[src/logic/id_pkg.sv]
// Shared decode types for RV32 subset LUI/ADDI/ADD/SUB/BEQ/BNE/JAL only, no CSR or system opcodes
`default_nettype none

package id_pkg;

  // --------------------
  // Major opcodes
  // --------------------
  localparam logic [6:0] OPC_LUI    = 7'b0110111;
  localparam logic [6:0] OPC_OP_IMM = 7'b0010011;
  localparam logic [6:0] OPC_OP     = 7'b0110011;
  localparam logic [6:0] OPC_BRANCH = 7'b1100011;
  localparam logic [6:0] OPC_JAL    = 7'b1101111;

  // --------------------
  // Instruction views
  // --------------------

  // R-type layout, also used for register operand extraction
  typedef struct packed {
    logic [6:0] funct7;
    logic [4:0] rs2;
    logic [4:0] rs1;
    logic [2:0] funct3;
    logic [4:0] rd;
    logic [6:0] opcode;
  } instr_r_t;

  // I-type layout
  typedef struct packed {
    logic [11:0] imm;
    logic [4:0]  rs1;
    logic [2:0]  funct3;
    logic [4:0]  rd;
    logic [6:0]  opcode;
  } instr_i_t;

  // Same 32-bit word seen as R or I format
  typedef union packed {
    instr_r_t r;
    instr_i_t i;
  } instr_u;

  // --------------------
  // Issue operations
  // --------------------

  // ADDI maps to OP_ADD with the immediate operand selected
  typedef enum logic [2:0] {
    OP_NOP = 3'd0,
    OP_LUI = 3'd1,
    OP_ADD = 3'd2,
    OP_SUB = 3'd3,
    OP_BEQ = 3'd4,
    OP_BNE = 3'd5,
    OP_JAL = 3'd6
  } op_e;

endpackage

`default_nettype wire

[src/logic/rvc_expander.sv]
// Expands only C.LI, C.ADDI, C.MV and C.J; cm.mva01s is flagged, not expanded; purely combinational
`default_nettype none

module rvc_expander #(
  parameter bit RVC = 1'b1
) (
  input  logic [31:0] instr_i,
  output logic [31:0] instr_o,
  output logic        compressed_o,
  output logic        illegal_o,
  output logic        macro_o
);
  import id_pkg::*;

  // Expanded word built through the I or R view
  instr_u      word;
  // CI-format immediate, sign-extended to 12 bits
  logic [11:0] ci_imm;
  // CJ-format jump offset, bit 0 always zero
  logic [11:0] cj_off;

  assign ci_imm = {{6{instr_i[12]}}, instr_i[12], instr_i[6:2]};

  // Offset bits are scattered across the CJ word
  assign cj_off = {instr_i[12], instr_i[8], instr_i[10:9], instr_i[6], instr_i[7],
                   instr_i[2], instr_i[11], instr_i[5:3], 1'b0};

  always_comb begin
    word         = '0;
    instr_o      = instr_i;
    compressed_o = 1'b0;
    illegal_o    = 1'b0;
    macro_o      = 1'b0;

    // Low bits 11 mark a full 32-bit word
    if (RVC && (instr_i[1:0] != 2'b11)) begin
      compressed_o = 1'b1;
      // Unexpanded words keep only their 16 bits
      instr_o      = {16'h0000, instr_i[15:0]};

      // Select on funct3 and quadrant
      case ({instr_i[15:13], instr_i[1:0]})
        5'b010_01: begin
          // C.LI becomes ADDI rd, x0, imm
          word.i.imm    = ci_imm;
          word.i.rs1    = 5'd0;
          word.i.funct3 = 3'b000;
          word.i.rd     = instr_i[11:7];
          word.i.opcode = OPC_OP_IMM;
          instr_o       = word;
        end
        5'b000_01: begin
          // C.ADDI becomes ADDI rd, rd, imm
          word.i.imm    = ci_imm;
          word.i.rs1    = instr_i[11:7];
          word.i.funct3 = 3'b000;
          word.i.rd     = instr_i[11:7];
          word.i.opcode = OPC_OP_IMM;
          instr_o       = word;
        end
        5'b100_10: begin
          // C.MV only, rs2 of zero would be C.JR
          if (!instr_i[12] && (instr_i[6:2] != 5'd0)) begin
            word.r.funct7 = 7'b0000000;
            word.r.rs2    = instr_i[6:2];
            word.r.rs1    = 5'd0;
            word.r.funct3 = 3'b000;
            word.r.rd     = instr_i[11:7];
            word.r.opcode = OPC_OP;
            instr_o       = word;
          end else begin
            illegal_o = 1'b1;
          end
        end
        5'b101_01: begin
          // C.J becomes JAL x0, offset
          instr_o = {cj_off[11], cj_off[10:1], cj_off[11], {8{cj_off[11]}},
                     5'd0, OPC_JAL};
        end
        5'b101_10: begin
          // cm.mva01s left raw for the sequencer
          if ((instr_i[12:10] == 3'b011) && (instr_i[6:5] == 2'b11)) begin
            macro_o = 1'b1;
          end else begin
            illegal_o = 1'b1;
          end
        end
        default: begin
          illegal_o = 1'b1;
        end
      endcase
    end
  end

endmodule

`default_nettype wire

[src/logic/macro_sequencer.sv]
// Handles only cm.mva01s as two ADDI steps; fetch must hold the macro word until it is consumed
`default_nettype none

module macro_sequencer #(
  parameter bit ZCMP = 1'b1
) (
  input  logic        clk_i,
  input  logic        rst_ni,
  input  logic        flush_i,
  input  logic [31:0] instr_i,
  input  logic        compressed_i,
  input  logic        illegal_i,
  input  logic        macro_i,
  input  logic        load_i,
  input  logic        issue_ack_i,
  output logic [31:0] instr_o,
  output logic        compressed_o,
  output logic        illegal_o,
  output logic        stall_o
);
  import id_pkg::*;

  typedef enum logic {
    ST_FIRST  = 1'b0,
    ST_SECOND = 1'b1
  } state_e;

  state_e state_q;
  state_e state_d;
  // ADDI word for the current step
  instr_u step;

  // Map s-register index to x register, s0/s1 to x8/x9, s2..s7 to x18..x23
  function automatic logic [4:0] sreg(input logic [2:0] r);
    if (r < 3'd2) begin
      return {2'b01, r};
    end
    return 5'd16 + {2'b00, r};
  endfunction

  // --------------------
  // Step generation
  // --------------------
  always_comb begin
    step          = '0;
    step.i.imm    = 12'h000;
    step.i.funct3 = 3'b000;
    step.i.opcode = OPC_OP_IMM;
    if (state_q == ST_FIRST) begin
      // a0 <- r1s
      step.i.rd  = 5'd10;
      step.i.rs1 = sreg(instr_i[9:7]);
    end else begin
      // a1 <- r2s
      step.i.rd  = 5'd11;
      step.i.rs1 = sreg(instr_i[4:2]);
    end

    instr_o      = instr_i;
    compressed_o = compressed_i;
    illegal_o    = illegal_i;
    stall_o      = 1'b0;

    if (macro_i) begin
      if (ZCMP) begin
        instr_o = step;
        // Second step frees fetch only when issue takes the first
        stall_o = (state_q == ST_FIRST) ? 1'b1 : !issue_ack_i;
      end else begin
        illegal_o = 1'b1;
      end
    end
  end

  // --------------------
  // Step state
  // --------------------
  always_comb begin
    state_d = state_q;
    if (flush_i) begin
      state_d = ST_FIRST;
    end else if (ZCMP && macro_i && load_i) begin
      // Advance once the first step sits in the issue register
      if (state_q == ST_FIRST) begin
        state_d = ST_SECOND;
      end else if (issue_ack_i) begin
        // Second step loaded, macro word consumed
        state_d = ST_FIRST;
      end
    end
  end

  always_ff @(posedge clk_i or negedge rst_ni) begin
    if (!rst_ni) begin
      state_q <= ST_FIRST;
    end else begin
      state_q <= state_d;
    end
  end

endmodule

`default_nettype wire

[src/logic/instr_decoder.sv]
// Decodes only LUI/ADDI/ADD/SUB/BEQ/BNE/JAL; anything else becomes an illegal OP_NOP entry
`default_nettype none

module instr_decoder (
  input  logic [31:0] instr_i,
  input  logic        compressed_i,
  input  logic        illegal_i,
  output id_pkg::op_e op_o,
  output logic [4:0]  rd_o,
  output logic [4:0]  rs1_o,
  output logic [4:0]  rs2_o,
  output logic [31:0] imm_o,
  output logic        use_imm_o,
  output logic        illegal_o,
  output logic        ctrl_flow_o
);
  import id_pkg::*;

  localparam logic [6:0] F7_ADD = 7'b0000000;
  localparam logic [6:0] F7_SUB = 7'b0100000;

  instr_u      word;
  logic [31:0] imm_i_ext;
  logic [31:0] imm_u_ext;
  logic [31:0] imm_b_ext;
  logic [31:0] imm_j_ext;
  // Local decode failure before merging with upstream flag
  logic        bad;

  assign word = instr_i;

  // --------------------
  // Immediates
  // --------------------
  assign imm_i_ext = {{20{word.i.imm[11]}}, word.i.imm};
  assign imm_u_ext = {instr_i[31:12], 12'h000};
  // B and J offsets are always even
  assign imm_b_ext = {{19{instr_i[31]}}, instr_i[31], instr_i[7], instr_i[30:25],
                      instr_i[11:8], 1'b0};
  assign imm_j_ext = {{11{instr_i[31]}}, instr_i[31], instr_i[19:12], instr_i[20],
                      instr_i[30:21], 1'b0};

  always_comb begin
    op_o        = OP_NOP;
    rd_o        = 5'd0;
    rs1_o       = 5'd0;
    rs2_o       = 5'd0;
    imm_o       = 32'h0;
    use_imm_o   = 1'b0;
    ctrl_flow_o = 1'b0;
    bad         = 1'b0;

    case (word.r.opcode)
      OPC_LUI: begin
        op_o      = OP_LUI;
        rd_o      = word.r.rd;
        imm_o     = imm_u_ext;
        use_imm_o = 1'b1;
      end
      OPC_OP_IMM: begin
        // ADDI only
        op_o      = OP_ADD;
        rd_o      = word.r.rd;
        rs1_o     = word.r.rs1;
        imm_o     = imm_i_ext;
        use_imm_o = 1'b1;
        bad       = (word.i.funct3 != 3'b000);
      end
      OPC_OP: begin
        rd_o  = word.r.rd;
        rs1_o = word.r.rs1;
        rs2_o = word.r.rs2;
        if ((word.i.funct3 == 3'b000) && (word.r.funct7 == F7_ADD)) begin
          op_o = OP_ADD;
        end else if ((word.i.funct3 == 3'b000) && (word.r.funct7 == F7_SUB)) begin
          op_o = OP_SUB;
        end else begin
          bad = 1'b1;
        end
      end
      OPC_BRANCH: begin
        // Offset rides in imm, compare uses both registers
        rs1_o       = word.r.rs1;
        rs2_o       = word.r.rs2;
        imm_o       = imm_b_ext;
        ctrl_flow_o = 1'b1;
        if (word.i.funct3 == 3'b000) begin
          op_o = OP_BEQ;
        end else if (word.i.funct3 == 3'b001) begin
          op_o = OP_BNE;
        end else begin
          bad = 1'b1;
        end
      end
      OPC_JAL: begin
        op_o        = OP_JAL;
        rd_o        = word.r.rd;
        imm_o       = imm_j_ext;
        ctrl_flow_o = 1'b1;
      end
      default: begin
        bad = 1'b1;
      end
    endcase

    // Compressed forms only expand to OP-IMM, OP or JAL
    if (compressed_i && (word.r.opcode != OPC_OP_IMM) && (word.r.opcode != OPC_OP) &&
        (word.r.opcode != OPC_JAL)) begin
      bad = 1'b1;
    end

    illegal_o = illegal_i | bad;

    // Illegal entry carries no operation and no register write
    if (illegal_i | bad) begin
      op_o        = OP_NOP;
      rd_o        = 5'd0;
      rs1_o       = 5'd0;
      rs2_o       = 5'd0;
      imm_o       = 32'h0;
      use_imm_o   = 1'b0;
      ctrl_flow_o = 1'b0;
    end
  end

endmodule

`default_nettype wire

[src/logic/id_stage.sv]
// Single-entry decode-to-issue register; flush drops the held entry and blocks fetch that cycle
`default_nettype none

module id_stage #(
  parameter bit RVC  = 1'b1,
  parameter bit ZCMP = 1'b1
) (
  input  logic        clk_i,
  input  logic        rst_ni,
  input  logic        flush_i,
  // Fetch side
  input  logic        fetch_valid_i,
  input  logic [31:0] fetch_instr_i,
  input  logic [31:0] fetch_pc_i,
  output logic        fetch_ready_o,
  // Issue side
  output logic        issue_valid_o,
  output id_pkg::op_e issue_op_o,
  output logic [4:0]  issue_rd_o,
  output logic [4:0]  issue_rs1_o,
  output logic [4:0]  issue_rs2_o,
  output logic [31:0] issue_imm_o,
  output logic        issue_use_imm_o,
  output logic [31:0] issue_pc_o,
  output logic        issue_illegal_o,
  output logic        issue_compressed_o,
  output logic        issue_ctrl_flow_o,
  output logic [31:0] orig_instr_o,
  input  logic        issue_ack_i
);
  import id_pkg::*;

  // Expander to sequencer
  logic [31:0] exp_instr;
  logic        exp_compressed;
  logic        exp_illegal;
  logic        exp_macro;
  // Sequencer to decoder
  logic [31:0] seq_instr;
  logic        seq_compressed;
  logic        seq_illegal;
  logic        seq_stall;
  // Decoder results
  op_e         dec_op;
  logic [4:0]  dec_rd;
  logic [4:0]  dec_rs1;
  logic [4:0]  dec_rs2;
  logic [31:0] dec_imm;
  logic        dec_use_imm;
  logic        dec_illegal;
  logic        dec_ctrl_flow;
  logic [31:0] orig_instr;
  logic        valid_q;
  logic        load;

  rvc_expander #(
    .RVC (RVC)
  ) u_rvc_expander (
    .instr_i      (fetch_instr_i),
    .instr_o      (exp_instr),
    .compressed_o (exp_compressed),
    .illegal_o    (exp_illegal),
    .macro_o      (exp_macro)
  );

  macro_sequencer #(
    .ZCMP (ZCMP)
  ) u_macro_sequencer (
    .clk_i        (clk_i),
    .rst_ni       (rst_ni),
    .flush_i      (flush_i),
    .instr_i      (exp_instr),
    .compressed_i (exp_compressed),
    .illegal_i    (exp_illegal),
    .macro_i      (exp_macro),
    .load_i       (load),
    .issue_ack_i  (issue_ack_i),
    .instr_o      (seq_instr),
    .compressed_o (seq_compressed),
    .illegal_o    (seq_illegal),
    .stall_o      (seq_stall)
  );

  instr_decoder u_instr_decoder (
    .instr_i      (seq_instr),
    .compressed_i (seq_compressed),
    .illegal_i    (seq_illegal),
    .op_o         (dec_op),
    .rd_o         (dec_rd),
    .rs1_o        (dec_rs1),
    .rs2_o        (dec_rs2),
    .imm_o        (dec_imm),
    .use_imm_o    (dec_use_imm),
    .illegal_o    (dec_illegal),
    .ctrl_flow_o  (dec_ctrl_flow)
  );

  // Compressed words keep only their low half
  assign orig_instr = seq_compressed ? {16'h0000, fetch_instr_i[15:0]} : fetch_instr_i;

  // --------------------
  // Handshakes
  // --------------------

  // Free slot or slot draining this cycle
  assign load          = (!valid_q || issue_ack_i) && fetch_valid_i && !flush_i;
  // First macro step loads without consuming the word
  assign fetch_ready_o = load && !seq_stall;
  assign issue_valid_o = valid_q;

  // --------------------
  // Pipeline register
  // --------------------
  always_ff @(posedge clk_i or negedge rst_ni) begin
    if (!rst_ni) begin
      valid_q <= 1'b0;
    end else if (flush_i) begin
      valid_q <= 1'b0;
    end else if (load) begin
      valid_q <= 1'b1;
    end else if (issue_ack_i) begin
      valid_q <= 1'b0;
    end
  end

  // Payload follows the valid bit
  always_ff @(posedge clk_i) begin
    if (load) begin
      issue_op_o         <= dec_op;
      issue_rd_o         <= dec_rd;
      issue_rs1_o        <= dec_rs1;
      issue_rs2_o        <= dec_rs2;
      issue_imm_o        <= dec_imm;
      issue_use_imm_o    <= dec_use_imm;
      issue_pc_o         <= fetch_pc_i;
      issue_illegal_o    <= dec_illegal;
      issue_compressed_o <= seq_compressed;
      issue_ctrl_flow_o  <= dec_ctrl_flow;
      orig_instr_o       <= orig_instr;
    end
  end

endmodule

`default_nettype wire

[config.mk]
export PLATFORM = sky130hd
export DESIGN_NAME = id_stage
export DESIGN_NICKNAME = d
export VERILOG_FILES = /design/src/logic/id_pkg.sv /design/src/logic/rvc_expander.sv /design/src/logic/macro_sequencer.sv /design/src/logic/instr_decoder.sv /design/src/logic/id_stage.sv
export SDC_FILE = /design/constraint.sdc
export NUM_CORES = 1
export LEC_CHECK = 0
export BUFFER_PORTS_ARGS = -buffer_cell sky130_fd_sc_hd__buf_2
export CAP_MARGIN = 20
export CORE_MARGIN = 5
export CORE_UTILIZATION = 54
export DETAILED_ROUTE_END_ITERATION = 16
export GPL_TIMING_DRIVEN = 1
export PLACE_DENSITY_LB_ADDON = 0.25
export RECOVER_POWER = 25
export SLEW_MARGIN = 15
export SYNTH_ARGS = -nofsm -noshare
export SYNTH_HDL_FRONTEND = slang
export SYNTH_HIERARCHICAL = 1
export SYNTH_SLANG_ARGS = --single-unit
[constraint.sdc]
create_clock -name clk_i -period 22 [get_ports clk_i]
set_input_delay 5.5 -clock clk_i [delete_from_list [all_inputs] [get_ports clk_i]]
set_output_delay 5.5 -clock clk_i [all_outputs]
set_load 0.05 [all_outputs]
; ---- After elaboration in Yosys (flattened, before gate mapping)
; Index checks and enable logic that the tools add are counted.
; W data, S select, Z words.
[word_totals]
ff_bits = 120
in_bits = 69
output_inout_bits = 120
elab_cells = 118
[op_classes]
addsub = 2
n_lt_le_gt_ge = 2
eq_ne = 18
mux = 45
bitwise = 4
n_reduce_logical = 33
[ops]
columns = operator, count
row1 = $pmux W32 S4, 2
row2 = $mux W32, 2
row3 = $mux W1, 28
row4 = $mux W25, 1
row5 = $mux W5, 5
row6 = $eq A7 B6 Y1 const B, 3
row7 = $eq A5 B5 Y1 const B, 3
row8 = $pmux W3 S5, 1
row9 = $eq A7 B7 Y1 const B, 2
row10 = $reduce_or A2 Y1, 7
row11 = $logic_and A1 B1 Y1, 11
row12 = $add A5 B3 Y5 const A, 2
row13 = $mux W3, 3
row14 = $eq A7 B5 Y1 const B, 1
row15 = $logic_not A7 Y1, 1
row16 = $ne A7 B5 Y1 const B, 1
row17 = $ne A7 B6 Y1 const B, 1
row18 = $ne A7 B7 Y1 const B, 1
row19 = $lt A3 B2 Y1 const B, 2
row20 = $reduce_bool A3 Y1, 2
row21 = $reduce_or A3 Y1, 2
row22 = $eq A5 B1 Y1 const B, 1
row23 = $eq A5 B4 Y1 const B, 1
row24 = $logic_not A1 Y1, 5
row25 = 14 further kinds, 16

; ---- Longest topological paths before layout
; Gate-level depths: netlist of run 1.
[logic_depth]
word_depth = 19
ltp_mapped = 13
ltp_nobuf = 9

; ---- Hierarchy
; Netlist of run 1, hierarchy kept.
[modules_own_cells]
columns = module, n_inst, cells_per_inst, area_each_um2, seq_area_each_um2
row1 = id_stage, 1, 140, 3758.6, 3568.4
row2 = instr_decoder, 1, 170, 952.2, 0.0
row3 = rvc_expander, 1, 70, 471.7, 0.0
row4 = macro_sequencer, 1, 55, 395.4, 25.0

; ---- Worst setup path after synthesis of run 1
; No wires, ideal clock.
[synth_path]
path_type = input to register
start = input port flush_i
end = register u_macro_sequencer.state_q
setup_time_ns = 0.132
arrival_time_ns = 15.086
required_ns = 21.868
slack_ns = 6.782
stages = 3
n_path_buf = 0
cell_sequence = nor3b_1 -> and4_1 -> nor3_1
[synth_via]
elab_chain_cells = 4
elab_cells_between_ends = 5
cone_classes = mux (1) / reduce/logical (4)
[synth_rtl]
columns = item, line_no
row1 = "start, declared", id_stage.sv:10  ; input logic flush_i,
row2 = $logic_not A1 Y1, id_stage.sv:106  ; assign load = (!valid_q || issue_ack_i) && fetch_valid_i && !flush_i;
row3 = $logic_and A1 B1 Y1, id_stage.sv:106
row4 = $logic_and A1 B1 Y1, macro_sequencer.sv:82  ; end else if (ZCMP && macro_i && load_i) begin
row5 = $reduce_bool A2 Y1 (no source line), n/a
row6 = "end signal, assigned", macro_sequencer.sv:97  ; state_q <= state_d;
row7 = "end, declared", macro_sequencer.sv:28  ; state_e state_q;
; Parallel ways exist; a longest one is shown, timed or not.
; A chain may end at the register's enable or synchronous reset.

; ---- Final worst setup path of run 1
[layout_path]
start = input port fetch_instr_i[1]
end = output port fetch_ready_o
[layout_via]
elab_chain_cells = 6
elab_cells_between_ends = 7
cone_classes = eq/ne (2) / mux (3) / reduce/logical (2)
[layout_rtl]
columns = item, line_no
row1 = "start, declared", id_stage.sv:13  ; input logic [31:0] fetch_instr_i,
row2 = $eq A5 B5 Y1, rvc_expander.sv:42  ; case ({instr_i[15:13], instr_i[1:0]})
row3 = $mux W1, rvc_expander.sv:42
row4 = $mux W1 (*), rvc_expander.sv:36  ; if (RVC && (instr_i[1:0] != 2'b11)) begin
row5 = net exp_macro, id_stage.sv:37  ; logic exp_macro;
row6 = $mux W1 (*), macro_sequencer.sv:64  ; if (macro_i) begin
row7 = net seq_stall, id_stage.sv:42  ; logic seq_stall;
row8 = $logic_not A1 Y1 (*), id_stage.sv:108  ; assign fetch_ready_o = load && !seq_stall;
row9 = $logic_and A1 B1 Y1 (*), id_stage.sv:108
row10 = "end, declared", id_stage.sv:15  ; output logic fetch_ready_o,
; The timed path passes the listed nets; every way through them passes the cells marked *.

==> results of run 1 <==
[metrics by stage]
step / instances / area (µm²) / utilization / power, W / worst slack [ns]
2_1_floorplan: 435 / 5580 / - / 0.000332 / 6.78
3_3_place_gp: 734 / 6530 / 0.641 / 0.000351 / 9.36
3_5_place_dp: 734 / 6530 / 0.641 / 0.000353 / 9.35
4_1_cts: 766 / 7100 / 0.698 / 0.000623 / 9.33
5_1_grt: 766 / 7070 / 0.694 / 0.000639 / 9.04
6_report: 766 / 7070 / 0.694 / 0.000616 / 9.23
[flip-flops by register name (all words and copies together) (netlist names)]
signal,count
issue_compressed_o,1
issue_ctrl_flow_o,1
issue_illegal_o,1
issue_imm_o,32
issue_op_o,3
issue_pc_o,32
issue_rd_o,5
issue_rs1_o,5
issue_rs2_o,5
issue_use_imm_o,1
issue_valid_o,1
orig_instr_o,32
u_macro_sequencer/state_q,1
[where the power goes]
part,internal [W],total [W],switching [W]
Clock,0.000171,0.000269,0.0000972
Sequential,0.000262,0.000265,0.00000244
Combinational,0.0000195,0.0000827,0.0000632
Total,0.000453,0.000616,0.000163
[cells by family after synthesis]
group / count (synthesis) / synth area share
AO/OA/AOI/OAI: 82 / 0.108
XOR/XNOR: 1 / 0.00157
buffers and inverters: 46 / 0.0482
flip-flops: 120 / 0.644
multiplexers: 4 / 0.00740
AND/OR/NAND/NOR: 182 / 0.191
[critical path: cells and delay by family]
family	cells	cell delay, ns
simple gates	3	0.67
compound gates	1	0.17
buf+inv	4	0.91
[routing by layer]
layer	vias up	part of all wire	global-route usage
li1	1995	-	-
met2	236	0.49	0.380
met3	23	0.090	0.0799
met5	-	0	0
met4	0	0.016	0.0819
met1	1990	0.40	0.293
[layout by cell type (no fill, tap or decap), types with 4 or more instances in the layout]
| cell type | count |
|---|---|
| a211oi_1 | 11 |
| a21oi_1 | 20 |
| a221o_1 | 9 |
| a22oi_1 | 5 |
| and2b_2 | 6 |
| buf_2 | 169 |
| buf_4 | 4 |
| clkbuf_1 | 22 |
| clkbuf_16 | 16 |
| clkinv_2 | 4 |
| edfxtp_1 | 118 |
| inv_1 | 16 |
| nand2_1 | 43 |
| nor2_1 | 14 |
| nor2b_1 | 30 |
| nor2b_2 | 7 |
| nor3_1 | 32 |
| nor4_1 | 4 |
| o21ai_0 | 6 |
| or2_1 | 7 |
[cell type report]
type / instances / area, µm² / area share
Sequential cell: 120 / 3590 / 0.508
Multi-Input combinational cell: 269 / 1720 / 0.243
Timing Repair Buffer: 193 / 951 / 0.135
Clock buffer: 19 / 422 / 0.0596
Tap cell: 136 / 170 / 0.0241
Clock inverter: 13 / 155 / 0.0219
Inverter: 16 / 60.1 / 0.00850
[worst min path at each step]
| stage | depth (start not counted) | startpoint | slack [ns] | to |
|---|---|---|---|---|
| floorplan | 3 | u_macro_sequencer/state_q | 0.67 | u_macro_sequencer/state_q |
| global placement | 2 | issue_valid_o | 0.66 | issue_valid_o |
| detailed placement | 2 | issue_valid_o | 0.69 | issue_valid_o |
| CTS | 2 | issue_valid_o | 0.71 | issue_valid_o |
| global route | 2 | u_macro_sequencer/state_q | 0.80 | u_macro_sequencer/state_q |
| finish | 2 | u_macro_sequencer/state_q | 0.75 | u_macro_sequencer/state_q |
==> metrics.md, run 1 <==
| Metric | Value |
|---|---|
| Clk_lat worst skew | 0.52 ns |
| Max-cap violations | 1 |
| Detailed Place HPWL | 10.4 mm |
| Nets | 686 |
| CTS H-tree depth | 4 |
| Worst Tran Pin Value | 2.97 ns |
| Yosys warns | 6 |
| Die X | 112 µm |
| Seq/Total Area, Yosys | 0.644 |
| Asr flop ratio synth | 0.0167 |
| Post-synth cell types | 66 |
| R2R setup slack | 17.84 ns |
| Antenna Nets Post-Route | 0 |
| RSZ-0062 raised after global routing | false |
| CTS tree | built |
| Setup_tns | 0 ns |
| CP Max Fanout | 39 |
| DR pass1 iterations | 5 |
| Worst Skew | 0.0110 ns |
| PwrDens | 87.2 nW/µm² |
| CTS Buffer Depth | 2 |
| Synth Flop Type | edfxtp_1 |
| Syn_area_per_cell | 12.8 µm² |
| CTS buffer count | 17 |
| Crit end category | primary output |
| Vias in the first global route | 4119 |
| Commonest cells in the netlist | edfxtp_1 (118), nand2_1 (43), nor3_1 (33) |
| Status | finished, violations left |
| Yosys top cell by area | edfxtp_1 |
| IO Count | 189 |
| Grt ovf | 0 |
| Fin. max-slew vios | 57 |
| Initial Utilization | 0.548 |
| Hold_buf cts | 0 |
| Share of layout cells above drive strength 1 | 0.365 |
| CP Launch Type | primary input |
| CP startpoint | fetch_instr_i[1] |
| Die area | 12500 µm² |
| Worst Hold Slack | 0.750 ns |
| Routed length per instance | 18.7 µm |
| Cell row count | 37 |
| Relative slew slack | -0.983 |
| FF-to-FF path depth | 6 |
| Failing checks | max-capacitance violations, max-slew violations |
| Final min period | 12.77 ns |
| Number of synthesized register bits | 120 |
| Worst path cell trace | clkbuf_1, or3b_1, nor3_2, buf_4, inv_1, a21oi_1, nor4b_2, buf_2 |
| CP Class | primary input to primary output |
| Core area | 10200 µm² |
| Setup crit end | fetch_ready_o |
| VDD IR max | 0.0499 mV |
| Post-Route WL | 14.3 mm |
| Final GP Congestion | 0.871 |
| Via count | 4244 |
| Synth Net Count | 504 |
| Top-area cell type share of the netlist area | 0.635 |
| Clk sinks | 120 |
| Largest net degree at the start of global routing | 66 |
| Slowest CP cell | or3b_1 |
| Initial antenna violation count | 0 |
| Worst r2r dst | u_macro_sequencer/state_q |
| Global-route wire length before repair | 22.5 mm |
| Period utilization | 0.580 |
| Number of synthesized flops with an enable pin | 118 |
| P_leak | 2.60 nW |
| Synthesized instance count | 435 |
| # diodes | 0 |
| Data required, critical path | 16.50 ns |
| Cell Area, Synth | 5580 µm² |
| Initial DRC Count | 333 |
| Fin. Hold Viols | 0 |
| GR Util All Layers | 0.234 |
| Clock root buffer | clkbuf_8 |
| Number of port buffers | 188 |
| Cts repair resizes | 0 |
| Max stage delay on crit path | 0.44 ns |
| Post-CTS setup buffers | 0 |
| Final Setup Violations | 0 |
| Via density | 5.54 |
| Area grow syn2layout | 26.7% |
| Arrival @ worst endpoint | 7.27 ns |
| Die height | 112 µm |
| Clk slew on worst S/H paths | 0.06 ns |
| Fmax | 78.3 MHz |
| FILL cells | 780 |
| Reg2Reg Launch Point | issue_valid_o |
| HP Class | flop to flop |
| # DRC | 0 |
| Top cells by area, synth | edfxtp_1 (64%), nor2b_1 (3.3%), nor3_1 (3.0%) |
| Cell with the most instances after synthesis | edfxtp_1 |
Power figures use the tool's default switching activity.
==> run 2: changes to the inputs <==
--- a/config.mk
+++ b/config.mk
@@ -8,7 +8,7 @@
 export BUFFER_PORTS_ARGS = -buffer_cell sky130_fd_sc_hd__buf_2
 export CAP_MARGIN = 20
 export CORE_MARGIN = 5
-export CORE_UTILIZATION = 54
+export CORE_UTILIZATION = 46
 export DETAILED_ROUTE_END_ITERATION = 16
 export GPL_TIMING_DRIVEN = 1
 export PLACE_DENSITY_LB_ADDON = 0.25
==> constraint.sdc (replaced) <==
create_clock -name clk_i -period 10.65 [get_ports clk_i]
set_input_delay 2.6625 -clock clk_i [delete_from_list [all_inputs] [get_ports clk_i]]
set_output_delay 2.6625 -clock clk_i [all_outputs]
set_load 0.05 [all_outputs]
==> metrics.md, run 2 (synthesis results as in run 1) <==
| Metric | Value |
|---|---|
| CTS H-tree depth | 4 (unchanged) |
| Worst Hold Slack | 0.756 ns (+0.00600 ns) |
| Status | finished, violations left |
| CTS buffer count | 17 (unchanged) |
| Routed length per instance | 18.7 µm (+0.15%) |
| CP Class | primary input to primary output |
| Final cell count without fillers | 772 (+0.78%) |
| Placed cell count | 744 (+1.4%) |
| # DRC | 0 (unchanged) |
| Via density | 5.43 (-2.0%) |
| Clk_lat worst skew | 0.41 ns (-0.11 ns) |
| Relative slew slack | -1.17 (-0.187) |
| Final Setup Violations | 0 (unchanged) |
| Arrival @ worst endpoint | 4.48 ns (-2.79 ns) |
| Detailed Place HPWL | 10.7 mm (+2.4%) |
| Crit end category | primary output |
| HP Class | flop to flop |
| Hold_buf cts | 0 (unchanged) |
| Via count | 4192 (-1.2%) |
| Worst path cell trace | clkbuf_1, or3b_1, nor3_2, buf_4, inv_1, a21oi_1, nor4b_2, buf_2 |
| Clk slew on worst S/H paths | 0.05 ns (about the same) |
| IO Count | 189 (unchanged) |
| Cell row count | 40 (+8.1%) |
| Most common cell after layout, fill and taps aside | buf_2 |
| Largest net degree at the start of global routing | 63 (-4.5%) |
| Initial Utilization | 0.466 (-0.0813) |
| GR Util All Layers | 0.202 (-0.0323) |
| Post-CTS setup buffers | 0 (unchanged) |
| Slowest CP cell | or3b_1 |
| CTS tree | built |
| Nets | 685 (-0.15%) |
| Antenna Nets Post-Route | 0 (unchanged) |
| Number of port buffers | 188 (unchanged) |
| Post-Route WL | 14.4 mm (+0.94%) |
| Die area | 14400 µm² (+16%) |
| Initial DRC Count | 376 (+13%) |
| Largest registers | issue_imm_o: 32 flops, issue_pc_o: 32 flops, orig_instr_o: 32 flops |
| Share of layout cells above drive strength 1 | 0.299 (-0.0659) |
| Die X | 120 µm (+7.6%) |
| Global-route wire length before repair | 22.2 mm (-1.1%) |
| Grt ovf | 0 (unchanged) |
| Post-place instance area | 6540 µm² (+0.19%) |
| Finished Cell Area | 6980 µm² (-1.2%) |
| Fin util | 0.584 (-0.110) |
| Max stage delay on crit path | 0.45 ns (about the same) |
| Area grow syn2layout | 25.2% |
| CP Launch Type | primary input |
| VDD IR max | 0.111 mV (+120%) |
| Final min period | 7.15 ns |
| Clk sinks | 120 (unchanged) |
| DR pass1 iterations | 6 (+1) |
| PwrDens | 176 nW/µm² (+100%) |
| Most frequent cells in the layout | buf_2 (135), edfxtp_1 (118), clkbuf_1 (58), nand2_1 (43), nor3_1 (32) |
| Fmax | 140 MHz |
| Worst Skew | 0.00458 ns (-0.00643 ns) |
| Setup_tns | 0 ns (unchanged) |
| Data required, critical path | 7.99 ns (-8.51 ns) |
| Cts repair resizes | 0 (unchanged) |
| Initial antenna violation count | 0 (unchanged) |
| Worst Tran Pin Value | 3.26 ns (+0.281 ns) |
| Die height | 120 µm (+7.6%) |
| # diodes | 0 (unchanged) |
| Vias in the first global route | 4165 (+1.1%) |
| CP Max Fanout | 39 (unchanged) |
| Period utilization | 0.671 |
| Failing checks | max-capacitance violations, max-slew violations |
| P_leak | 2.48 nW (-4.5%) |
| Fin. Hold Viols | 0 (unchanged) |
| CTS Buffer Depth | 2 (unchanged) |
| Max-cap violations | 1 (unchanged) |
| Clock root buffer | clkbuf_16 |
| Fin. max-slew vios | 63 (+11%) |
| Final GP Congestion | 0.918 (+5.5%) |
| RSZ-0062 raised after global routing | false |
| Core area | 12000 µm² (+17%) |
## run 2: cell count changes in the layout (fill, tap and decap cells not counted), moves of 2 or more
cell        change
buf_2          -34
clkbuf_1       +36
clkinvlp_4      -2
clkinv_2        -2
clkinv_1        +2
clkinv_4        -3
## run 2: path summary, 6_finish.rpt
| kind | end | from | slack [ns] | cells after the start |
|---|---|---|---|---|
| max | fetch_ready_o | fetch_instr_i[1] | 3.50 | 8 |
| min in group asynchronous | issue_valid_o | rst_ni | 2.03 | 1 |
| min reg2reg | u_macro_sequencer/state_q | u_macro_sequencer/state_q | 0.76 | 2 |
| min | u_macro_sequencer/state_q | u_macro_sequencer/state_q | 0.76 | 2 |
| max in group asynchronous | u_macro_sequencer/state_q | rst_ni | 8.49 | 1 |
| max reg2reg | issue_imm_o[25] | issue_valid_o | 6.35 | 4 |
## run 2: cell type report
cell class	instances	area [µm²]
clock inverters	7	81.3
repair buffers	192	901
multi-input cells	269	1720
clock buffers	21	440
well taps	147	184
fillers	1034	4980
flip-flops and latches	120	3590
inverters	16	60.1
## run 2: worst max-delay path: cells and delay by family
kind / cells / cell delay [ns]
compound gates: 1 / 0.20
buf+inv: 4 / 0.92
simple gates: 3 / 0.69
## run 2: per-stage QoR
step / power [W] / setup slack (ns)
2_1_floorplan: 0.000683 / 2.63
3_3_place_gp: 0.000727 / 3.70
3_5_place_dp: 0.000729 / 3.65
4_1_cts: 0.00124 / 3.63
5_1_grt: 0.00128 / 3.35
6_report: 0.00123 / 3.50
## run 2: metal layers
metal  global-route usage  share of wire
met4               0.0923          0.025
met3               0.0613          0.084
met2                0.331           0.49
met5                    0              0
met1                0.244           0.41
## run 2: where the power goes
part / internal [W] / total, W / switching (W)
clock network: 0.000334 / 0.000514 / 0.000180
registers: 0.000543 / 0.000548 / 0.00000505
logic: 0.0000389 / 0.000170 / 0.000131
total: 0.000916 / 0.00123 / 0.000316
==> run 3: changes to the inputs <==
--- a/config.mk
+++ b/config.mk
@@ -5,10 +5,11 @@
 export SDC_FILE = /design/constraint.sdc
 export NUM_CORES = 1
 export LEC_CHECK = 0
+export ABC_AREA = 1
 export BUFFER_PORTS_ARGS = -buffer_cell sky130_fd_sc_hd__buf_2
 export CAP_MARGIN = 20
 export CORE_MARGIN = 5
-export CORE_UTILIZATION = 46
+export CORE_UTILIZATION = 51
 export DETAILED_ROUTE_END_ITERATION = 16
 export GPL_TIMING_DRIVEN = 1
 export PLACE_DENSITY_LB_ADDON = 0.25
==> constraint.sdc (replaced) <==
create_clock -name clk_i -period 7.3 [get_ports clk_i]
set_input_delay 1.825 -clock clk_i [delete_from_list [all_inputs] [get_ports clk_i]]
set_output_delay 1.825 -clock clk_i [all_outputs]
set_load 0.05 [all_outputs]
==> metrics.md, run 3 <==
| Metric | Value |
|---|---|
| Global-route wire length before repair | 22.8 mm (+2.9%) |
| Detailed Place HPWL | 10.9 mm (+2.0%) |
| Die X | 116 µm (-3.6%) |
| CP Class | primary input to primary output |
| Cts repair resizes | 0 (unchanged) |
| Clk_lat worst skew | 0.52 ns (+0.11 ns) |
| Final min period | 5.21 ns |
| Sw Share | 0.268 (+0.0112) |
| Placed cell count | 860 (+16%) |
| CP Max Fanout | 33 (-15%) |
| Initial antenna violation count | 0 (unchanged) |
| Routed length per instance | 16.3 µm (-13%) |
| Flop pwr share | 0.416 (-0.029) |
| # DRC | 0 (unchanged) |
| Top cells by area, synth | edfxtp_1 (62%), nor2_1 (6.3%), nand2_1 (6.1%) |
| Arrival @ worst endpoint | 3.39 ns (-1.09 ns) |
| Area grow syn2layout | 28.3% |
| Cell Area, Synth | 5700 µm² (+2.2%) |
| Clk slew on worst S/H paths | 0.06 ns (about the same) |
| Die area | 13400 µm² (-7.2%) |
| HP Class | flop to flop |
| P_leak | 3.03 nW (+22%) |
| Initial DRC Count | 352 (-6.4%) |
| Final cell count without fillers | 892 (+16%) |
| CP Launch Type | primary input |
| Failing checks | max-capacitance violations, max-slew violations |
| Hold_buf cts | 0 (unchanged) |
| # diodes | 0 (unchanged) |
| Setup_tns | 0 ns (unchanged) |
| Final Setup Violations | 0 (unchanged) |
| Die height | 116 µm (-3.6%) |
| Comb pwr share | 0.126 (-0.012) |
| Commonest cells in the netlist | edfxtp_1 (118), nor2_1 (95), nand2_1 (93) |
| RSZ-0062 raised after global routing | false |
| Int Power | 0.00140 W (+53%) |
| PnR Total Power | 0.00192 W (+56%) |
| CTS buffer count | 17 (unchanged) |
| Setup ws final | 2.09 ns (-1.41 ns) |
| Largest registers | issue_imm_o: 32 flops, issue_pc_o: 32 flops, orig_instr_o: 32 flops |
| CTS H-tree depth | 4 (unchanged) |
| Share of layout cells above drive strength 1 | 0.367 (+0.0678) |
| Synth Net Count | 614 (+22%) |
| Number of synthesized flops with an enable pin | 118 (unchanged) |
| Cell with the most instances after synthesis | edfxtp_1 |
| Worst Skew | 0.0109 ns (+0.00632 ns) |
| Most common cell after layout, fill and taps aside | buf_2 |
| IO Count | 189 (unchanged) |
| Yosys warns | 6 (unchanged) |
| PwrDens | 262 nW/µm² (+49%) |
| CTS Buffer Depth | 2 (unchanged) |
| Initial Utilization | 0.524 (+0.0574) |
| Period utilization | 0.714 |
| VDD IR max | 0.175 mV (+59%) |
| Yosys top cell by area | edfxtp_1 |
| Core area | 10900 µm² (-9.0%) |
| Data required, critical path | 5.48 ns (-2.51 ns) |
| Worst Tran Pin Value | 1.98 ns (-1.27 ns) |
| CTS tree | built |
| Syn_area_per_cell | 10.5 µm² (-18%) |
| DR pass1 iterations | 5 (-1) |
| Switching pwr | 0.000513 W (+62%) |
| Via count | 4558 (+8.7%) |
| Clk pwr share | 0.458 (+0.041) |
| Seq/Total Area, Yosys | 0.630 (-0.0140) |
| Largest net degree at the start of global routing | 73 (+16%) |
| Clock root buffer | clkbuf_8 |
| Hold depth | 2 (unchanged) |
| Worst Hold Slack | 0.565 ns (-0.191 ns) |
| Fin. Hold Viols | 0 (unchanged) |
| Post-Route WL | 14.5 mm (+0.53%) |
| Top-area cell type share of the netlist area | 0.621 (-0.0138) |
| Synthesized instance count | 545 (+25%) |
| Via density | 5.11 (-5.9%) |
| Grt ovf | 0 (unchanged) |
| Worst slack at placement | 2.04 ns (-1.61 ns) |
| Final GP Congestion | 0.916 (-0.19%) |
| Nets | 808 (+18%) |
| Synth Flop Type | edfxtp_1 |
| Antenna Nets Post-Route | 0 (unchanged) |
| Asr flop ratio synth | 0.0167 (unchanged) |
| Relative slew slack | -0.328 (+0.842) |
| Post-CTS setup buffers | 0 (unchanged) |
| FF-to-FF path depth | 7 (+3) |
| Fin. max-slew vios | 50 (-21%) |
| GR Util All Layers | 0.222 (+0.0205) |
| Cell row count | 38 (-5.0%) |
| Fmax | 192 MHz |
| Max-cap violations | 1 (unchanged) |
| Number of port buffers | 188 (unchanged) |
| Crit end category | primary output |
| Number of synthesized register bits | 120 (unchanged) |
| Status | finished, violations left |
| Post-synth cell types | 32 (-52%) |
| Vias in the first global route | 4548 (+9.2%) |
| Most frequent cells in the layout | buf_2 (170), edfxtp_1 (118), nor2_1 (95), nand2_1 (93), inv_1 (65) |
| Clk sinks | 120 (unchanged) |
[run 3: routing by layer]
| layer | part of all wire | GRT usage | routed length [µm] |
|---|---|---|---|
| met3 | 0.094 | 0.0627 | 1370 |
| met2 | 0.50 | 0.389 | 7280 |
| met5 | 0 | 0 | 0 |
| met1 | 0.39 | 0.268 | 5690 |
| met4 | 0.013 | 0.0688 | 189 |
[run 3: power by group through the flow]
stage          Combinational, W  Sequential [W]  Clock, W
2_1_floorplan         0.0000683        0.000919         0
3_3_place_gp           0.000241        0.000811         0
3_5_place_dp           0.000244        0.000811         0
4_1_cts                0.000245        0.000797  0.000892
5_1_grt                0.000258        0.000800  0.000929
6_report               0.000242        0.000798  0.000878
[run 3: layout make-up]
cell class,instances,area [µm²]
Fill cell,880,3570
Sequential cell,120,3590
Clock inverter,15,215
Timing Repair Buffer,191,941
Tap cell,140,175
Inverter,74,279
Clock buffer,17,414
Multi-Input combinational cell,335,1700
[run 3: worst max-delay path, cell delays in order]
cell,delay (ns)
clkbuf_1,0.27
inv_1,0.20
nand2_1,0.09
nor2_1,0.05
nand2_1,0.09
inv_1,0.04
buf_4,0.22
inv_2,0.16
a21oi_1,0.06
nor2_1,0.11
buf_2,0.27
[run 3: through the flow]
stage | util | instance area [µm²]
floorplan | - | 5700
finish | 0.672 | 7320
global route | 0.672 | 7320
detailed placement | 0.616 | 6710
CTS | 0.674 | 7340
global placement | 0.616 | 6710
[run 3: path summary, 6_finish.rpt]
path,start,endpoint,slack [ns]
max,fetch_instr_i[12],fetch_ready_o,2.09
min,issue_valid_o,issue_valid_o,0.56
max reg2reg,issue_valid_o,u_macro_sequencer/state_q,3.88
min reg2reg,issue_valid_o,issue_valid_o,0.56
max in group asynchronous,rst_ni,issue_valid_o,6.08
min in group asynchronous,rst_ni,u_macro_sequencer/state_q,1.09
[run 3: cell families (layout without fill, tap and decap cells)]
kind of cell,Yosys count,in the layout,synth area share
AND/OR/NAND/NOR,274,274,0.230
flip-flops,120,120,0.630
buffers and inverters,90,297,0.0720
AO/OA/AOI/OAI,61,61,0.0682
